**src/verilog/vdp_pkg.sv**
```systemverilog
package vdp_pkg;

  // ----------------------------------------
  // Widths
  // ----------------------------------------
  typedef logic [7:0]  vdp_byte_t;   // CPU bus byte or VRAM byte
  typedef logic [13:0] vram_addr_t;  // 16K byte address
  typedef logic [1:0]  vdp_op_t;     // Command byte 2 bits 7:6

  // ----------------------------------------
  // Command operations
  // ----------------------------------------
  localparam vdp_op_t OP_VRAM_READ  = 2'd0;
  localparam vdp_op_t OP_VRAM_WRITE = 2'd1;
  localparam vdp_op_t OP_REG_WRITE  = 2'd2;  // Accepted, no effect
  localparam vdp_op_t OP_CRAM_WRITE = 2'd3;  // Accepted, no effect

  // Every other port address is the data port
  localparam vdp_byte_t CTRL_PORT_ADDR = 8'hBF;

  // Minimum clk cycles between the starts of two CPU accesses.
  // Every sequencer action finishes well inside this window.
  localparam int BUS_GAP = 8;

  localparam int VRAM_DEPTH = 16384;

endpackage : vdp_pkg

```
**src/verilog/vdp_io.sv**
```systemverilog
`timescale 1ns/1ps

module vdp_io (
  input  logic                clk,
  input  logic                rst_L,
  input  logic                ctrl_sel,
  input  logic                port_rd,
  input  logic                port_wr,
  input  vdp_pkg::vdp_byte_t  cpu_data_in,
  input  vdp_pkg::vdp_byte_t  vram_rdata,
  output vdp_pkg::vdp_byte_t  cpu_data_out,
  output logic                cpu_data_oe,
  output vdp_pkg::vram_addr_t vram_addr,
  output vdp_pkg::vdp_byte_t  vram_wdata,
  output logic                vram_we,
  output logic                vram_re
);

  import vdp_pkg::*;

  vdp_byte_t  cmd_lo;    // Address 7:0
  vdp_byte_t  cmd_hi;    // Op and address 13:8
  vram_addr_t addr_q;
  vdp_byte_t  data_buf;  // Read prefetch or write data
  vdp_op_t    op;

  logic cmd_lo_en;
  logic cmd_hi_en;
  logic addr_load;
  logic addr_inc;
  logic buf_from_bus;
  logic buf_from_vram;

  assign op = cmd_hi[7:6];

  // ----------------------------------------
  // Command bytes
  // ----------------------------------------
  always_ff @(posedge clk) begin
    if (cmd_lo_en) cmd_lo <= cpu_data_in;
    if (cmd_hi_en) cmd_hi <= cpu_data_in;
  end

  // Address wraps naturally at 14 bits
  always_ff @(posedge clk, negedge rst_L) begin
    if (!rst_L) begin
      addr_q <= '0;
    end else if (addr_load) begin
      addr_q <= {cmd_hi[5:0], cmd_lo};
    end else if (addr_inc) begin
      addr_q <= addr_q + 14'd1;
    end
  end

  always_ff @(posedge clk, negedge rst_L) begin
    if (!rst_L) begin
      data_buf <= '0;
    end else if (buf_from_bus) begin
      data_buf <= cpu_data_in;
    end else if (buf_from_vram) begin
      data_buf <= vram_rdata;
    end
  end

  vdp_io_fsm u_fsm (
    .clk          (clk),
    .rst_L        (rst_L),
    .ctrl_sel     (ctrl_sel),
    .port_rd      (port_rd),
    .port_wr      (port_wr),
    .op           (op),
    .cmd_lo_en    (cmd_lo_en),
    .cmd_hi_en    (cmd_hi_en),
    .addr_load    (addr_load),
    .addr_inc     (addr_inc),
    .buf_from_bus (buf_from_bus),
    .buf_from_vram(buf_from_vram),
    .vram_re      (vram_re),
    .vram_we      (vram_we),
    .data_oe      (cpu_data_oe)
  );

  assign vram_addr    = addr_q;
  assign vram_wdata   = data_buf;
  assign cpu_data_out = data_buf;  // Valid while cpu_data_oe

endmodule : vdp_io

```
**src/verilog/vdp_io_fsm.sv**
```systemverilog
`timescale 1ns/1ps

module vdp_io_fsm (
  input  logic             clk,
  input  logic             rst_L,
  input  logic             ctrl_sel,
  input  logic             port_rd,
  input  logic             port_wr,
  input  vdp_pkg::vdp_op_t op,
  output logic             cmd_lo_en,
  output logic             cmd_hi_en,
  output logic             addr_load,
  output logic             addr_inc,
  output logic             buf_from_bus,
  output logic             buf_from_vram,
  output logic             vram_re,
  output logic             vram_we,
  output logic             data_oe
);

  import vdp_pkg::*;

  enum logic [3:0] {
    LOAD_LO, LOAD_LO_WAIT, LOAD_HI, LOAD_HI_WAIT, DECODE,
    READ_ADDR, READ_FETCH, READ_CAPTURE, READ_IDLE, READ_GAP,
    WRITE_ADDR, WRITE_IDLE, WRITE_CAPTURE, WRITE_DATA, WRITE_GAP
  } state, next_state;

  logic bus_idle;
  logic ctrl_wr;
  logic data_rd;
  logic data_wr;

  assign bus_idle = !port_rd && !port_wr;
  assign ctrl_wr  = port_wr && ctrl_sel;
  assign data_rd  = port_rd && !ctrl_sel;
  assign data_wr  = port_wr && !ctrl_sel;

  // CPU sees the buffer for the whole data read phase
  assign data_oe = data_rd;

  // ----------------------------------------
  // Next state
  // ----------------------------------------
  always_comb begin
    next_state = state;
    case (state)
      LOAD_LO:      if (ctrl_wr)  next_state = LOAD_LO_WAIT;
      LOAD_LO_WAIT: if (bus_idle) next_state = LOAD_HI;
      LOAD_HI:      if (ctrl_wr)  next_state = LOAD_HI_WAIT;
      LOAD_HI_WAIT: if (bus_idle) next_state = DECODE;
      DECODE: begin
        case (op)
          OP_VRAM_READ:  next_state = READ_ADDR;
          OP_VRAM_WRITE: next_state = WRITE_ADDR;
          default:       next_state = LOAD_LO;  // Register and CRAM ops dropped
        endcase
      end
      READ_ADDR:    next_state = READ_FETCH;
      READ_FETCH:   next_state = READ_CAPTURE;
      READ_CAPTURE: next_state = READ_IDLE;
      READ_IDLE: begin
        if (ctrl_wr) begin
          next_state = LOAD_LO_WAIT;  // New first command byte
        end else if (data_rd) begin
          next_state = READ_GAP;
        end
      end
      READ_GAP:      if (bus_idle) next_state = READ_FETCH;  // Refill after the CPU is done
      WRITE_ADDR:    next_state = WRITE_IDLE;
      WRITE_IDLE: begin
        if (ctrl_wr) begin
          next_state = LOAD_LO_WAIT;
        end else if (data_wr) begin
          next_state = WRITE_CAPTURE;
        end
      end
      WRITE_CAPTURE: next_state = WRITE_DATA;
      WRITE_DATA:    next_state = WRITE_GAP;
      WRITE_GAP:     if (bus_idle) next_state = WRITE_IDLE;
      default:       next_state = LOAD_LO;
    endcase
  end

  // ----------------------------------------
  // Outputs
  // ----------------------------------------
  always_comb begin
    cmd_lo_en     = 1'b0;
    cmd_hi_en     = 1'b0;
    addr_load     = 1'b0;
    addr_inc      = 1'b0;
    buf_from_bus  = 1'b0;
    buf_from_vram = 1'b0;
    vram_re       = 1'b0;
    vram_we       = 1'b0;
    case (state)
      LOAD_LO:       cmd_lo_en = ctrl_wr;
      LOAD_HI:       cmd_hi_en = ctrl_wr;
      READ_IDLE,
      WRITE_IDLE:    cmd_lo_en = ctrl_wr;  // Command restart from data mode
      READ_ADDR,
      WRITE_ADDR:    addr_load = 1'b1;
      READ_FETCH:    vram_re = 1'b1;
      READ_CAPTURE: begin
        buf_from_vram = 1'b1;
        addr_inc      = 1'b1;
      end
      WRITE_CAPTURE: buf_from_bus = 1'b1;
      WRITE_DATA: begin
        vram_we  = 1'b1;
        addr_inc = 1'b1;
      end
      default: ;
    endcase
  end

  always_ff @(posedge clk, negedge rst_L) begin
    if (!rst_L) begin
      state <= LOAD_LO;
    end else begin
      state <= next_state;
    end
  end

endmodule : vdp_io_fsm

```
**config.mk**
```make
export PLATFORM = sky130hd
export DESIGN_NAME = vdp_io
export DESIGN_NICKNAME = d
export VERILOG_FILES = /design/src/verilog/vdp_pkg.sv /design/src/verilog/vdp_io.sv /design/src/verilog/vdp_io_fsm.sv
export SDC_FILE = /design/constraint.sdc
export NUM_CORES = 1
export LEC_CHECK = 0
export BUFFER_PORTS_ARGS = -buffer_cell sky130_fd_sc_hd__buf_2
export CAP_MARGIN = 0
export CORE_UTILIZATION = 50
export CTS_CLUSTER_DIAMETER = 120
export DETAILED_ROUTE_END_ITERATION = 16
export HOLD_SLACK_MARGIN = 0.06
export PLACE_DENSITY = 0.76
export SETUP_SLACK_MARGIN = 0.15
export SLEW_MARGIN = 5
export SYNTH_ARGS = -nofsm -noshare
export SYNTH_HDL_FRONTEND = slang
export SYNTH_HIERARCHICAL = 1
export SYNTH_SLANG_ARGS = --single-unit
export TNS_END_PERCENT = 100
```
**constraint.sdc**
```tcl
create_clock -name clk -period 2.8 [get_ports clk]
set_clock_uncertainty 0.1 [all_clocks]
set_input_delay 0.56 -clock clk [delete_from_list [all_inputs] [get_ports clk]]
set_output_delay 0.56 -clock clk [all_outputs]
set_load 0.02 [all_outputs]
```
# ---- Yosys cells after proc, flatten, opt, wreduce, memory -nomap -nowiden
# Index checks and enable logic that the tools add are counted.
dict set report totals {
  output_inout_bits 33
  elab_cells 68
  register_bits 42
  input_bits 21
}
dict set report op_classes {
  n_eq_ne 23
  add_sub_neg 1
  mux 24
  n_reduce_logical 15
}
# cell n
set ops {}
lappend ops {{4-bit one-hot mux with 15 select lines} 1}
lappend ops {{4-bit 2-to-1 mux} 10}
lappend ops {{4-bit == test, second input constant} 7}
lappend ops {{14-bit 2-to-1 mux} 2}
lappend ops {{4-bit by 3-bit == test with 1-bit output, second input constant} 4}
lappend ops {{8-bit 2-to-1 mux} 2}
lappend ops {{14-bit by 1-bit adder with 14-bit output, second input constant} 1}
lappend ops {{2-bit by 1-bit inequality test with 1-bit output, second input constant} 6}
lappend ops {{4-bit by 2-bit == test with 1-bit output, second input constant} 2}
lappend ops {{1-bit 2-to-1 mux} 8}
lappend ops {{4-bit one-hot mux with 2 select lines} 1}
lappend ops {{8-bit AND reduction} 1}
lappend ops {{4-bit by 1-bit == test with 1-bit output, second input constant} 1}
lappend ops {{1-bit logical AND} 4}
lappend ops {{4-bit zero test} 1}
lappend ops {{2-bit nonzero test} 2}
lappend ops {{2-bit OR reduction} 2}
lappend ops {{1-bit zero test} 3}
lappend ops {{3-bit by 1-bit inequality test with 1-bit output, second input constant} 1}
lappend ops {{3-bit by 2-bit inequality test with 1-bit output, second input constant} 1}
lappend ops {{3-bit OR reduction} 1}
lappend ops {{2-bit by 1-bit == test with 1-bit output, second input constant} 1}
lappend ops {{2-bit zero test} 1}

# ---- Depth between registers and ports, before layout
dict set report depth {
  word_depth 5
  ltp_mapped 9
  ltp_nobuf 7
}

# ---- By module
# Netlist, hierarchy kept.
# mod area_each_um2 seq_area_each_um2 cells_each n_inst
set modules_own_cells {}
lappend modules_own_cells {vdp_io 1697.9 1031.0 140 1}
lappend modules_own_cells {vdp_io_fsm 451.7 100.1 61 1}

# ---- Least setup slack after synthesis
# No wires, ideal clock.
dict set report synth_timing {
  path_type {flip-flop to flip-flop}
  startpoint {register u_fsm/state[1] (netlist bit)}
  endpoint {register addr_q[13] (netlist: vram_addr[13])}
  n_path_buf 3
  required_ps 2575
  arrival_ps 1894
  setup_time_ps 125
  path_stages_with_launch 10
  synth_period_minus_slack_ps 2119
  setup_slack_ps 681
  cell_sequence {dfrtp_1 buf_6 clkbuf_1 nand2_1 o22ai_1 buf_4 nand4_4 nor4_4 xor2_1 mux2_2}
}
dict set report synth_via {
  elab_chain_cells 4
  elab_cells_between_ends 10
  classes_between {4 x eq/ne; 3 x mux; 3 x reduce/logical}
}
# item line
set synth_lines {}
lappend synth_lines {{start, declared} vdp_io_fsm.sv:27} ;# } state, next_state;
lappend synth_lines {{start signal, assigned} vdp_io_fsm.sv:122} ;# state <= next_state;
lappend synth_lines {{4-bit by 3-bit == test with 1-bit output or 4-bit == test (tied branches)} vdp_io_fsm.sv:97} ;# case (state)
lappend synth_lines {{2-bit OR reduction (no line) *} -}
lappend synth_lines {{1-bit 2-to-1 mux *} vdp_io_fsm.sv:97}
lappend synth_lines {{net addr_inc} vdp_io.sv:30} ;# logic addr_inc;
lappend synth_lines {{2-bit nonzero test (no line) *} -}
lappend synth_lines {{end signal, assigned} vdp_io.sv:49} ;# addr_q <= {cmd_hi[5:0], cmd_lo};
lappend synth_lines {{end signal, assigned} vdp_io.sv:51} ;# addr_q <= addr_q + 14'd1;
lappend synth_lines {{end, declared} vdp_io.sv:23} ;# vram_addr_t addr_q;
# The timed path passes the listed nets; every way through them passes the cells marked *.
# A chain may end at the register's enable or synchronous reset.

# ---- Final worst setup path
dict set report layout_timing {
  startpoint {register u_fsm/state[2] (netlist bit)}
  endpoint {register addr_q[13] (netlist: vram_addr[13])}
}
# The elaborated chain is that of the path after synthesis.

==> flow_metrics.tcl <==
set metrics [dict create \
    fp.dieH_um 67.57 \
    p_clk_share_pct 17.2 \
    synth.area.top_cells "dfrtp_1, edfxtp_1, nand2_1, o21ai_0, mux2i_1" \
    finalCritPeriodShare_pct 80.33 \
    area_growth_pct 17.05 \
    ys_async_sr_fraction_pct 61.90 \
    grt_max_degree 27 \
    arrival_ps 2320 \
    grt_util_met1_pct 28.20 \
    combPwrFrac_pct 42.3 \
    p_int_mw 1.536 \
    cts.clk_slew.worst_paths_ps 80 \
    wirelength_mm 4.230 \
    start_util_pct 52.98 \
    clkSinkCount 42 \
    first_pass_iters 4 \
    synth_area_leader_cell "dfrtp_1" \
    crit_slowest_cell "dfrtp_1" \
    placed_area_sq_um 2407 \
    status "finished clean" \
    grt_util_met3_pct 3.547 \
    detail-route-antenna-nets 0 \
    syn_area_per_cell_sq_um 10.69 \
    vdd_ir_drop_max_uv 464.9 \
    remaining_drc_errors 0 \
    cp.required_ps 2870 \
    antenna_found_initial 0 \
    finalHoldViolations 0 \
    period_minus_slack_ps 2249 \
    fin_cells 300 \
    synth_cell_type_count 40 \
    htreeDepth 2 \
    setup_viol 0 \
    yosysTopAreaCellShare_pct 30.27 \
    die_x_um 67.57 \
    leakage_nw 1.030 \
    critPathMaxFanout 13 \
    slew_headroom_pct 60.39 \
    gp_congestion 0.9026 \
    via_count 1608 \
    ys_seq_elements 42 \
    power.switching_mw 1.122 \
    path_class "reg -> reg" \
    cts_resized 0 \
    post_drt_wl_per_cell_um 14.10 \
    total_power_mw 2.658 \
    rows 23 \
    synth-edff-count 16 \
    rsz0062_at_grt "no" \
    setup_slack_ps 550.7 \
    syn_inst 201 \
    drive_gt1_share_pct 32.00 \
    dpl.hpwl_mm 3.135 \
    cts-buffers-inserted 5 \
    drv.max_cap_violation_count 0 \
    final-seq-area_sq_um 1131 \
    synthFlopType "dfrtp_1" \
    synth_area_sq_um 2150 \
    yosysSeqAreaShare_pct 52.62 \
    dieArea_sq_um 4565 \
    grt_pass1_vias 1407 \
    fill_cells 325 \
    end_kind "flop" \
    hold_buffers 0 \
    start_kind "flop" \
    portBuffers 53 \
    switching_share_pct 42.20 \
    grt_pass1_wl_mm 6.679 \
    post-cts-setup-buffers 0 \
    max_stage_delay_ps 600 \
    cp_cell_sequence "nand2_1 -> o22ai_1 -> nand4_4 -> nor4_4 -> xor2_1 -> mux2_2" \
    post-place-ws_ps 580.1 \
    drt_iter0_markers 73 \
    fin_util_pct 62.01 \
    num_antenna_cells 0 \
    dp_cells 292 \
    insertion_delay_ps 280 \
    cts_max_path_buffers 2 \
    root_buffer "clkbuf_8" \
    global_route.peak_usage_layer "met2" \
    pin_count 54 \
    worst_pin_slew_ps 594.1 \
    finish.instance_area_sq_um 2516 \
    multi_input_area_sq_um 873.3 \
    via_per_inst 5.360 \
    hold-worst-slack_ps 177.0 \
    syn-num-nets 223 \
    power.density_nw_per_um2 1056 \
    grt_util_met2_pct 30.94 \
    maxSlewViolCount 0 \
    cts_tree "done" \
    grt-ovfl-total 0 \
    nets 271 \
    core_sq_um 4058 \
    yosysWarnings 6 \
    max_freq_mhz 444.6 \
    p_seq_share_pct 40.5 \
    hp-class "in -> async" \
    setup_tns_ps 0 \
    grt.total_usage_pct 20.04 \
]
[final timing paths]
path                       cells after the start        endpoint      startpoint  slack (ps)
hold / removal                                 1   vram_addr[13]           rst_L         180
setup reg to reg                               6   vram_addr[13]  u_fsm/state[2]         550
setup / recovery                               6   vram_addr[13]  u_fsm/state[2]         550
max in group asynchronous                      1  u_fsm/state[0]           rst_L        2040
min in group clk                               2    vram_addr[5]       cmd_lo[5]         370
hold reg to reg                                2    vram_addr[5]       cmd_lo[5]         370
[sequential cells by signal (all words and copies together) (netlist names)]
register	flops
vram_addr	14
cmd_hi	8
cmd_lo	8
cpu_data_out	8
u_fsm/state	4
[per-layer routing]
layer  share of wire, %  vias to the layer above
met5                  0                        -
met4                1.2                        0
met3                4.7                        5
met2                 48                       58
met1                 46                      747
li1                   -                      798
[Yosys cell counts, drive strengths merged (2+ instances only)]
master and n:
nand2 31, xnor2 7, nor2 10, dfrtp 26, inv 6, nand4 6
mux2 2, xor2 6, o22ai 2, edfxtp 16, mux2i 9, a31oi 2
and3 2, buf 13, nor4 7, o21ai 25, nand2b 2, clkbuf 6
a21oi 3, nor3 8, o21a 2
[cell type report]
| type | instances | area share [%] |
|---|---|---|
| clock inverters | 3 | 1.591 |
| well taps | 50 | 2.486 |
| inverters | 6 | 0.8951 |
| multi-input cells | 134 | 34.71 |
| clock buffers | 5 | 2.735 |
| repair buffers | 60 | 12.63 |
| flip-flops and latches | 42 | 44.95 |
[power groups by stage]
stage / Clock (mW) / Sequential (mW) / Combinational, mW
after global routing: 0.494 / 1.11 / 1.24
after CTS: 0.470 / 1.08 / 1.13
after global placement: 0 / 1.08 / 1.11
after floorplan: 0 / 1.20 / 0.746
after detailed placement: 0 / 1.09 / 1.13
final: 0.458 / 1.08 / 1.12
[layout by cell type (no fill, tap or decap), types with 3 or more instances in the layout]
cell / n
nand2_1: 30
xnor2_1: 7
edfxtp_1: 16
nor2_1: 10
xor2_1: 6
dfrtp_1: 26
inv_1: 5
nand4_1: 5
o21ai_0: 20
a21oi_1: 3
buf_2: 53
buf_4: 7
o21ai_1: 5
mux2i_1: 9
clkbuf_8: 5
nor3_1: 8
nor4_2: 4
[critical path, delay by kind of cell, from the launching register on]
kind	cells	cell delay, ps
flops	1	600
simple gates	3	790
mux	1	260
xor+xnor	1	90
compound gates	1	300
[cells by family (layout without fill, tap and decap cells)]
| group | after synthesis | after routing | share of synthesized area [%] |
|---|---|---|---|
| AO/OA/AOI/OAI | 40 | 40 | 11.58 |
| XOR/XNOR | 13 | 13 | 5.297 |
| flip-flops | 42 | 42 | 52.62 |
| adder cells (fa/ha/maj) | 1 | 1 | 0.5820 |
| multiplexers | 11 | 11 | 5.239 |
| AND/OR/NAND/NOR | 69 | 69 | 17.93 |
| buffers and inverters | 25 | 74 | 6.752 |
(Power assumes the default switching activity.)
