<file path="config.mk">
export PLATFORM = sky130hd
export DESIGN_NAME = vdp_port_decoder
export DESIGN_NICKNAME = d
export VERILOG_FILES = /design/src/verilog/vdp_pkg.sv /design/src/verilog/vdp_port_decoder.sv
export SDC_FILE = /design/constraint.sdc
export NUM_CORES = 1
export LEC_CHECK = 0
export ABC_AREA = 1
export BUFFER_PORTS_ARGS = -buffer_cell sky130_fd_sc_hd__buf_4
export CORE_AREA = 8 8 45 47
export CTS_CLUSTER_DIAMETER = 150
export DETAILED_ROUTE_END_ITERATION = 16
export DIE_AREA = 0 0 53 55
export HOLD_SLACK_MARGIN = 0.02
export PLACE_DENSITY_LB_ADDON = 0.25
export SKIP_LAST_GASP = 1
export SLEW_MARGIN = 10
export SYNTH_ARGS = -nofsm -noshare
export SYNTH_HDL_FRONTEND = slang
export SYNTH_SLANG_ARGS = --single-unit
</file>
<file path="constraint.sdc">
create_clock -name clk -period 0.94 [get_ports clk]
set_input_delay 0.141 -clock clk [delete_from_list [all_inputs] [get_ports clk]]
set_output_delay 0.141 -clock clk [all_outputs]
set_load 0.1 [all_outputs]
</file>
<file path="src/verilog/vdp_pkg.sv">
package vdp_pkg;

  // ----------------------------------------
  // Widths
  // ----------------------------------------
  typedef logic [7:0]  vdp_byte_t;   // CPU bus byte or VRAM byte
  typedef logic [13:0] vram_addr_t;  // 16K byte address
  typedef logic [1:0]  vdp_op_t;     // Command byte 2 bits 7:6

  // ----------------------------------------
  // Command operations
  // ----------------------------------------
  localparam vdp_op_t OP_VRAM_READ  = 2'd0;
  localparam vdp_op_t OP_VRAM_WRITE = 2'd1;
  localparam vdp_op_t OP_REG_WRITE  = 2'd2;  // Accepted, no effect
  localparam vdp_op_t OP_CRAM_WRITE = 2'd3;  // Accepted, no effect

  // Every other port address is the data port
  localparam vdp_byte_t CTRL_PORT_ADDR = 8'hBF;

  // Minimum clk cycles between the starts of two CPU accesses.
  // Every sequencer action finishes well inside this window.
  localparam int BUS_GAP = 8;

  localparam int VRAM_DEPTH = 16384;

endpackage : vdp_pkg

</file>
<file path="src/verilog/vdp_port_decoder.sv">
`timescale 1ns/1ps

module vdp_port_decoder (
  input  logic               clk,
  input  logic               rst_L,
  input  logic               iorq_L,
  input  logic               rd_L,
  input  logic               wr_L,
  input  vdp_pkg::vdp_byte_t port_addr,
  output logic               ctrl_sel,
  output logic               port_rd,
  output logic               port_wr
);

  import vdp_pkg::*;

  enum logic [2:0] {
    WAIT = 3'b000,
    RD0  = 3'b001,
    RD1  = 3'b010,
    WR0  = 3'b011,
    WR1  = 3'b100
  } state, next_state;

  // Each access becomes a two cycle phase
  always_comb begin
    next_state = WAIT;
    case (state)
      WAIT: begin
        if (!iorq_L && !wr_L) begin
          next_state = WR0;  // Write wins over read
        end else if (!iorq_L && !rd_L) begin
          next_state = RD0;
        end else begin
          next_state = WAIT;
        end
      end
      RD0:     next_state = RD1;
      RD1:     next_state = WAIT;
      WR0:     next_state = WR1;
      WR1:     next_state = WAIT;
      default: next_state = WAIT;
    endcase
  end

  always_ff @(posedge clk, negedge rst_L) begin
    if (!rst_L) begin
      state <= WAIT;
    end else begin
      state <= next_state;
    end
  end

  assign port_rd = (state == RD0) || (state == RD1);
  assign port_wr = (state == WR0) || (state == WR1);

  // Port select only meaningful inside a phase
  assign ctrl_sel = (port_rd || port_wr) && (port_addr == CTRL_PORT_ADDR);

endmodule : vdp_port_decoder

</file>
# Word level (Yosys, flattened, before mapping)
# Index checks and enable logic that the tools add are counted.
word_totals:
  reg_bits: 3
  inputBits: 13
op_classes:
  eq_ne: 5
  n_mux: 3
  n_reduce_logical: 10
ops:
  columns: ["cell", "count"]
  rows:
  - ["$pmux 3 s3", 1]
  - ["$eq 8x8->1 const B", 1]
  - ["$eq 3x2->1 const B", 2]
  - ["$eq 3x1->1 const B", 1]
  - ["$eq 3x3->1 const B", 1]
  - ["$logic_and 1x1->1", 3]
  - ["$logic_not 1->1", 3]
  - ["$logic_not 3->1", 1]
  - ["$logic_or 1x1->1", 3]
  - ["$mux 2", 1]
  - ["$mux 1", 1]

# Depth between registers and ports, before layout
# Gate-level depths: netlist (run 1).
logic_depth:
  word_depth: 5
  depth_mapped: 5
  depth_no_buf: 5

# Worst setup path before layout (run 1)
# Ideal clock, no wire load.
synth_path:
  path_type: "register to output"
  from: "reg state[2] in the netlist's numbering"
  to: "out ctrl_sel"
  arrival_time_ns: 2.239
  required_ns: 0.799
  path_slack_ns: -1.440
  stages_incl_launch_ff: 6
  path_buffers: 0
  path_cell_list: "dfrtp_1 inv_1 nand2_1 nor2_2 nor2_2 nor2_2"
synth_between:
  elab_chain_cells: 4
  elab_cells_between_ends: 8
  cone_classes: "4 x eq/ne; 4 x reduce/logical"
synth_lines:
  columns: ["item", "line", "source"]
  rows:
  - ["from (decl)", "vdp_port_decoder.sv:23", "} state, next_state;"]
  - ["from (signal assigned)", "vdp_port_decoder.sv:50", "state <= next_state;"]
  - ["$eq 3x1->1 or $eq 3x2->1 (tied branches)", "vdp_port_decoder.sv:54", "assign port_rd = (state == RD0) || (state == RD1);"]
  - ["$logic_or 1x1->1 *", "vdp_port_decoder.sv:54", null]
  - ["named net port_rd", "vdp_port_decoder.sv:11", "output logic port_rd,"]
  - ["$logic_or 1x1->1 *", "vdp_port_decoder.sv:58", "assign ctrl_sel = (port_rd || port_wr) && (port_addr == CTRL_PORT_ADDR);"]
  - ["$logic_and 1x1->1 *", "vdp_port_decoder.sv:58", null]
  - ["to (decl)", "vdp_port_decoder.sv:10", "output logic ctrl_sel,"]
# Mark *: on every way through the listed nets, which the timed path passes. The rest lies on a longest branch.

# Final worst setup path (run 1)
layout_path:
  from: "reg state[2] in the netlist's numbering"
  to: "out ctrl_sel"
layout_between:
  elab_chain_cells: 4
  elab_cells_between_ends: 8
  cone_classes: "4 x eq/ne; 4 x reduce/logical"
layout_lines:
  columns: ["item", "line"]
  rows:
  - ["$eq 3x1->1 (tied with other cells)", "vdp_port_decoder.sv:54"]
  - ["$logic_or 1x1->1, on equally long branches", "vdp_port_decoder.sv:54, vdp_port_decoder.sv:55"]
  - ["$logic_or 1x1->1 *", "vdp_port_decoder.sv:58"]
  - ["$logic_and 1x1->1 *", "vdp_port_decoder.sv:58"]
# Every way passes the cells marked *; elsewhere a longest branch is shown, timed or not.

==> results.toml, run 1 <==
[run_status]
status = "complete, but fails checks"
violations = "negative setup slack"

[global_route]
first_global_vias = 309
overflow = 0
grt_antenna_before_repair = 0
grtUsageTotal = 0.0541
grt_first_pass_wirelength_mm = 1.15
grt_start_max_net_pins = 5

[setup_path]
path_common_cell = "nor2_4"
required_ns = 0.80
path_buf_inv = 3
critPathTopFamily = "flip-flops"
cp_slowest_cell = "dfrtp_1"
critPathArrivalTime_ns = 1.32
end_kind = "primary output"
path_cells = "inv_2, buf_6, nand2_4, nor2_4, nor2_4, nor2_4, buf_12"
cp_slowest_stage_delay_ns = 0.39
cp.depth = 7
critPathMaxFanout = 2
rr_worst_depth = 3
path_class = "register to primary output"
worst_setup_path_start_kind = "register"

[yosys]
synth_top_area_cell = "dfrtp_1"
syn_nets = 39
async_flop_share = 1.00
synth_warnings = 0
seq_area_frac_synth = 0.405
avgSynthCellArea_sq_um = 7.12
yosysMostFrequentCell = "nand2_1"
netlist.area_leader.share = 0.405
synth_ff_type = "dfrtp_1"
syn_inst = 26
synth-edff-count = 0
synth_area_sq_um = 185
synth_cell_types = 10
synth_area_leaders = "dfrtp_1 (41%), nor2_2 (14%), nand2_1 (12%), nand2_2 (6.8%), inv_1 (6.1%)"
netlist_top_cells_count = "nand2_1 (6), nor2_2 (4), dfrtp_1 (3), inv_1 (3), nor2_1 (3)"
synth_seq_cells = 3

[cts]
clk_path_buf_depth = 2
cts_root_buffer = "clkbuf_4"
path_clk_slew_ns = 0.04
cts_tree = "yes"
cts_buffers = 3
cts.htree.levels = 1
postCtsSetupBuffers = 0
clk_latency_ns = 0.23
numClockSinks = 3

[final_layout]
post-route-util = 0.347
layout-drive-gt1-share = 0.700
largest_registers = "state: 3 flops"
nets = 64
antenna_cells = 0
largest_reg_flops = 3
areaGrowthSynthToFinish_pct = 159
largest_register = "state"

[route]
firstDrtPassIters = 1
ant_nets = 0
routed_wl_um = 635
avgViaCountPerCell = 3.74
drc = 0
drt_iter0_markers = 0
via_count = 247
wl_per_cell_um = 9.62

[timing]
whs_ns = 0.179
setup_ws_ns = -0.516
finalMaxSlewViolations = 0
maxSlewHeadroom = 0.902
finalHoldViolCount = 0
tightest_slew_ns = 0.146
setup-violations-final = 3
period_minus_slack_ns = 1.46
rsz0062_at_grt = "yes"
fmax_mhz = 687
period_share = 1.55
skew_ns = 0.000823

[die]
coreArea_sq_um = 1380
io_pins = 16
placementRows = 14
dieArea_sq_um = 2920
start_util = 0.134
die_h_um = 55
die_w_um = 53

[power_and_ir_drop]
power_density_nw_per_um2 = 1850
peakVddDrop_v = 0.000395
leakagePower_nw = 0.230
power_mw = 0.888

[place]
routabilityCongestion = 0.609
dp_hpwl_um = 498
port_buffers = 15

[job]
max-cap-violations = 0

[worst_hold_path]
hold_path_class = "input pin to register"
hold_depth = 4
## tightest hold or removal path, cell delays in order
cell    delay (ns)
buf_4         0.08
nor2_1        0.03
nor2_1        0.07
nor3_1        0.05
## metrics by stage
| stage | setup slack [ns] | setup TNS (ns) | cell area [sq um] | instances |
|---|---|---|---|---|
| 4_1_cts | -0.534 | -1.42 | 458 | 66 |
| 6_report | -0.516 | -1.32 | 480 | 66 |
| 3_5_place_dp | -0.338 | -0.859 | 374 | 61 |
| 2_1_floorplan | -0.831 | -1.13 | 211 | 26 |
| 3_3_place_gp | -0.355 | -0.917 | 374 | 61 |
| 5_1_grt | -0.567 | -1.51 | 480 | 66 |
## cell usage in the layout (no fill, tap or decap), drive strengths merged
| cell | instances |
|---|---|
| buf | 19 |
| nand2 | 8 |
| nor2 | 7 |
| clkbuf | 4 |
| inv | 3 |
| dfrtp | 3 |
| nor3 | 2 |
| a21oi | 1 |
| and3 | 1 |
| nand3 | 1 |
| dlygate4sd3 | 1 |
## area by class of cell
type | count | area, sq um
clock buffers | 4 | 26.3
fillers | 150 | 903
inverters | 3 | 11.3
multi-input cells | 20 | 148
flip-flops and latches | 3 | 77.6
well taps | 16 | 20.0
repair buffers | 20 | 198
## final timing paths
check	slack, ns	startpoint	end
setup / recovery	-0.52	state[2]$_DFF_PN0_	ctrl_sel
hold / removal	0.18	wr_L	state[1]$_DFF_PN0_
setup reg to reg	0.01	state[1]$_DFF_PN0_	state[0]$_DFF_PN0_
hold reg to reg	0.53	state[1]$_DFF_PN0_	state[1]$_DFF_PN0_
max in group asynchronous	0.60	rst_L	state[1]$_DFF_PN0_
min in group asynchronous	0.24	rst_L	state[0]$_DFF_PN0_
## power breakdown
part           total, mW  switching (mW)  internal [mW]
combinational      0.473           0.258          0.216
sequential         0.185          0.0337          0.151
clock              0.230          0.0706          0.159
## metal layers
metal | up-vias | track usage | routed length, um
li1 | 127 | - | -
met1 | 109 | 0.0592 | 247
met2 | 11 | 0.0781 | 325
met3 | 0 | 0.0134 | 63
met4 | 0 | 0.0647 | 0
met5 | - | 0 | 0
## logic make-up (layout without fill, tap and decap cells)
| family | count (synthesis) | in the layout | synth area share |
|---|---|---|---|
| simple gates | 19 | 19 | 0.507 |
| flops | 3 | 3 | 0.405 |
| buf+inv | 3 | 27 | 0.0608 |
| compound gates | 1 | 1 | 0.0270 |
## what timing repair did
item	in CTS	in global routing
resized for setup	11	7
hold buffers	1	0
endpoints found under the setup margin	3	4
pin swaps	2	0
endpoints found under the hold margin	3	0
Power figures use the tool's default switching activity.
==> run 2, diff against run 1 <==
RECOVER_POWER = 50   (was not set)
==> results.toml, run 2 (synthesis results as in run 1) <==
[place]
dp_hpwl_um = 498
dpl.cell_count = 61
routabilityCongestion = 0.609
port_buffers = 15

[die]
placementRows = 14
die_w_um = 53
dieArea_sq_um = 2920
die_h_um = 55
coreArea_sq_um = 1380
io_pins = 16
start_util = 0.134

[setup_path]
rr_endpoint = "state[0]$_DFF_PN0_"
worst_setup_path_start_kind = "register"
reg2reg_slack_ns = 0.01
required_ns = 0.80
cp_slowest_stage_delay_ns = 0.39
critPathArrivalTime_ns = 1.32
worstReg2RegStart = "state[1]$_DFF_PN0_"
path_common_cell = "nor2_4"
cp_slowest_cell = "dfrtp_1"
path_cells = "inv_2, buf_6, nand2_4, nor2_4, nor2_4, nor2_4, buf_12"
path_class = "register to primary output"
critPathMaxFanout = 2
rr_worst_depth = 3
end_kind = "primary output"

[global_route]
first_global_vias = 309
grt_antenna_before_repair = 0
grt_start_max_net_pins = 5
overflow = 0
grt_first_pass_wirelength_mm = 1.15
grtUsageTotal = 0.0541

[route]
wl_met3_um = 63
via_count = 247
firstDrtPassIters = 1
top_layer_used = "met3"
drt_iter0_markers = 0
route.met2.wl_um = 324
ant_nets = 0
routed_wl_um = 633
wl_per_cell_um = 9.59
avgViaCountPerCell = 3.74
drc = 0
wl_met1_um = 245

[final_layout]
nets = 64
largest_register = "state"
largest_reg_flops = 3
layout_common_cells = "buf_4 (13), nor2_4 (4), nand2_1 (4)"
antenna_cells = 0
areaGrowthSynthToFinish_pct = 157
layout-drive-gt1-share = 0.680
layoutNonFillerInstCount = 66
layout_commonest_cell = "buf_4"
largest_registers = "state: 3 flops"
post-route-util = 0.344

[power_and_ir_drop]
leakagePower_nw = 0.227
p_seq_frac = 0.209
power_density_nw_per_um2 = 1860
p_int_mw = 0.524
p_sw_mw = 0.362
switching_share = 0.408
pwr-share-comb = 0.532
peakVddDrop_v = 0.000395
p_clk_frac = 0.259

[timing]
period_share = 1.55
maxSlewHeadroom = 0.902
setup_ws_ns = -0.516
period_minus_slack_ns = 1.46
fmax_mhz = 687
rsz0062_at_grt = "yes"
setup-violations-final = 3
skew_ns = 0.000840
finalMaxSlewViolations = 0
tightest_slew_ns = 0.146
finalHoldViolCount = 0
whs_ns = 0.179

[cts]
cts_root_buffer = "clkbuf_4"
numClockSinks = 3
cts.htree.levels = 1
postCtsSetupBuffers = 0
clk_path_buf_depth = 2
path_clk_slew_ns = 0.04
cts_tree = "yes"
clk_latency_ns = 0.23
cts_buffers = 3

[worst_hold_path]
min-delay-start = "wr_L"
min_to = "state[1]$_DFF_PN0_"
hold_path_class = "input pin to register"
hold_depth = 4

[run_status]
status = "complete, but fails checks"
violations = "negative setup slack"

[job]
max-cap-violations = 0
run 2: how the worst max path moves through the flow:
stage,startpoint,to,slack (ns),cells after the start
after floorplan,state[1]$_DFF_PN0_,ctrl_sel,-0.83,5
after CTS,state[2]$_DFF_PN0_,ctrl_sel,-0.53,7
after global routing,state[2]$_DFF_PN0_,ctrl_sel,-0.57,7
after global placement,state[0]$_DFF_PN0_,ctrl_sel,-0.36,5
final,state[2]$_DFF_PN0_,ctrl_sel,-0.52,7
after detailed placement,state[0]$_DFF_PN0_,ctrl_sel,-0.34,5
run 2: metrics by stage:
step	area, sq um	worst slack (ns)	total power, mW	setup TNS [ns]
floorplan	211	-0.831	0.420	-1.13
global placement	374	-0.355	0.552	-0.917
detailed placement	374	-0.338	0.550	-0.859
CTS	458	-0.534	0.878	-1.42
global route	477	-0.567	0.947	-1.51
finish	477	-0.516	0.886	-1.32
run 2: timing repair:
item	CTS	global route
pin swaps	2	0
endpoints found under the setup margin	3	4
hold endpoints to repair	3	0
gates resized for setup	11	7
hold buffers	1	0
run 2: layout make-up:
type	instances	area (sq um)
Tap cell	16	20.0
Clock buffer	4	26.3
Timing Repair Buffer	20	194
Sequential cell	3	77.6
Multi-Input combinational cell	20	148
Inverter	3	11.3
Fill cell	152	907
run 2: critical path, delay by kind of cell (launching register included):
family        cells  cell delay [ns]
flops             1             0.39
buf+inv           3             0.36
simple gates      4             0.34
run 2: per-layer routing:
layer / global-route usage / up-vias
li1: - / 127
met5: 0 / -
met2: 0.0781 / 11
met1: 0.0592 / 109
met3: 0.0134 / 0
met4: 0.0647 / 0
run 2: power groups by stage:
stage	combinational, mW	clock [mW]	sequential (mW)
finish	0.472	0.230	0.185
global placement	0.380	0	0.171
floorplan	0.253	0	0.167
detailed placement	0.380	0	0.170
CTS	0.455	0.249	0.173
global route	0.497	0.262	0.188
==> run 3, diff against run 2 <==
SETUP_SLACK_MARGIN = 0.05   (was not set)
==> results.toml, run 3 (synthesis results as in run 1) <==
[timing]
rsz0062_at_grt = "yes"
fmax_mhz = 687
maxSlewHeadroom = 0.902
period_minus_slack_ns = 1.46
setup-violations-final = 3
skew_ns = 0.000840
tightest_slew_ns = 0.146
setup_ws_ns = -0.516
finalHoldViolCount = 0
period_share = 1.55
finalMaxSlewViolations = 0

[global_route]
overflow = 0
first_global_vias = 309
grtUsageTotal = 0.0541
grt_start_max_net_pins = 5
grt_antenna_before_repair = 0
grt_first_pass_wirelength_mm = 1.15

[die]
io_pins = 16
die_w_um = 53
coreArea_sq_um = 1380
dieArea_sq_um = 2920
die_h_um = 55
placementRows = 14
start_util = 0.134

[setup_path]
critPathArrivalTime_ns = 1.32
critPathMaxFanout = 2
cp_slowest_stage_delay_ns = 0.39
end_kind = "primary output"
path_cells = "inv_2, buf_6, nand2_4, nor2_4, nor2_4, nor2_4, buf_12"
path_common_cell = "nor2_4"
cp_slowest_cell = "dfrtp_1"
path_class = "register to primary output"
critPathTopFamily = "flip-flops"
required_ns = 0.80
path_buf_inv = 3
worst_setup_path_start_kind = "register"
reg2reg_slack_ns = 0.01

[power_and_ir_drop]
leakagePower_nw = 0.227
p_int_mw = 0.524
switching_share = 0.408
p_sw_mw = 0.362
power_density_nw_per_um2 = 1860
pwr-share-comb = 0.532
p_clk_frac = 0.259
peakVddDrop_v = 0.000395
p_seq_frac = 0.209

[route]
via_count = 247
routed_wl_um = 633
avgViaCountPerCell = 3.74
drc = 0
firstDrtPassIters = 1
drt_iter0_markers = 0
wl_per_cell_um = 9.59
ant_nets = 0

[final_layout]
post-route-util = 0.344
layout_commonest_cell = "buf_4"
antenna_cells = 0
areaGrowthSynthToFinish_pct = 157
fill_cells = 152
largest_registers = "state: 3 flops"
finish.instance_area_sq_um = 477
largest_reg_flops = 3
layout-drive-gt1-share = 0.680
layout_common_cells = "buf_4 (13), nor2_4 (4), nand2_1 (4)"
largest_register = "state"
nets = 64

[job]
max-cap-violations = 0

[run_status]
violations = "negative setup slack"
status = "complete, but fails checks"

[place]
port_buffers = 15
dpl_cell_area_sq_um = 374
place_ws_ns = -0.338
dp_hpwl_um = 498
routabilityCongestion = 0.609

[cts]
postCtsSetupBuffers = 0
cts.htree.levels = 1
cts_buffers = 3
cts_tree = "yes"
clk_latency_ns = 0.23
path_clk_slew_ns = 0.04
numClockSinks = 3
cts_root_buffer = "clkbuf_4"
clk_path_buf_depth = 2

[worst_hold_path]
hold_path_class = "input pin to register"
run 3: cell counts in the layout (fill, tap and decap cells not counted):
No cell type changed its count.
run 3: final timing paths:
kind | from | to | depth (start not counted)
max | state[2]$_DFF_PN0_ | ctrl_sel | 7
min | wr_L | state[1]$_DFF_PN0_ | 4
max reg2reg | state[1]$_DFF_PN0_ | state[0]$_DFF_PN0_ | 3
min reg2reg | state[1]$_DFF_PN0_ | state[1]$_DFF_PN0_ | 1
max in group asynchronous | rst_L | state[1]$_DFF_PN0_ | 2
min in group asynchronous | rst_L | state[0]$_DFF_PN0_ | 2
run 3: power by group through the flow:
stage          Sequential [mW]  Clock (mW)  Combinational [mW]
4_1_cts                  0.173       0.249               0.455
2_1_floorplan            0.167           0               0.253
3_3_place_gp             0.171           0               0.380
3_5_place_dp             0.170           0               0.380
5_1_grt                  0.188       0.262               0.497
6_report                 0.185       0.230               0.472
run 3: layout make-up:
class | instances | area [sq um] | share of cell area
flip-flops and latches | 3 | 77.6 | 0.163
clock buffers | 4 | 26.3 | 0.0551
multi-input cells | 20 | 148 | 0.310
well taps | 16 | 20.0 | 0.0420
inverters | 3 | 11.3 | 0.0236
repair buffers | 20 | 194 | 0.407
run 3: metal layers:
metal	global-route usage	part of all wire	vias to the layer above
met3	0.0134	0.10	0
met4	0.0647	0	0
met2	0.0781	0.51	11
met5	0	0	-
met1	0.0592	0.39	109
li1	-	-	127
run 3: repair_timing:
action | CTS | global route
pin swaps | 2 | 0
hold buffers | 1 | 0
hold endpoints to repair | 3 | 0
endpoints found under the setup margin | 4 | 4
gates resized for setup | 11 | 7
run 3: worst reg2reg max path: stages (launching register included):
cell	delay [ns]
dfrtp_2	0.44
nor2_4	0.13
buf_4	0.13
and3_2	0.17
run 3: metrics by stage:
stage                     power, mW  cells  hold WS, ns  TNS (ns)
final                         0.886     66        0.179     -1.32
after CTS                     0.878     66        0.172     -1.42
after detailed placement      0.550     61      -0.0687    -0.859
after global routing          0.947     66        0.195     -1.51
after floorplan               0.420     26       -0.155     -1.13
after global placement        0.552     61      -0.0699    -0.917
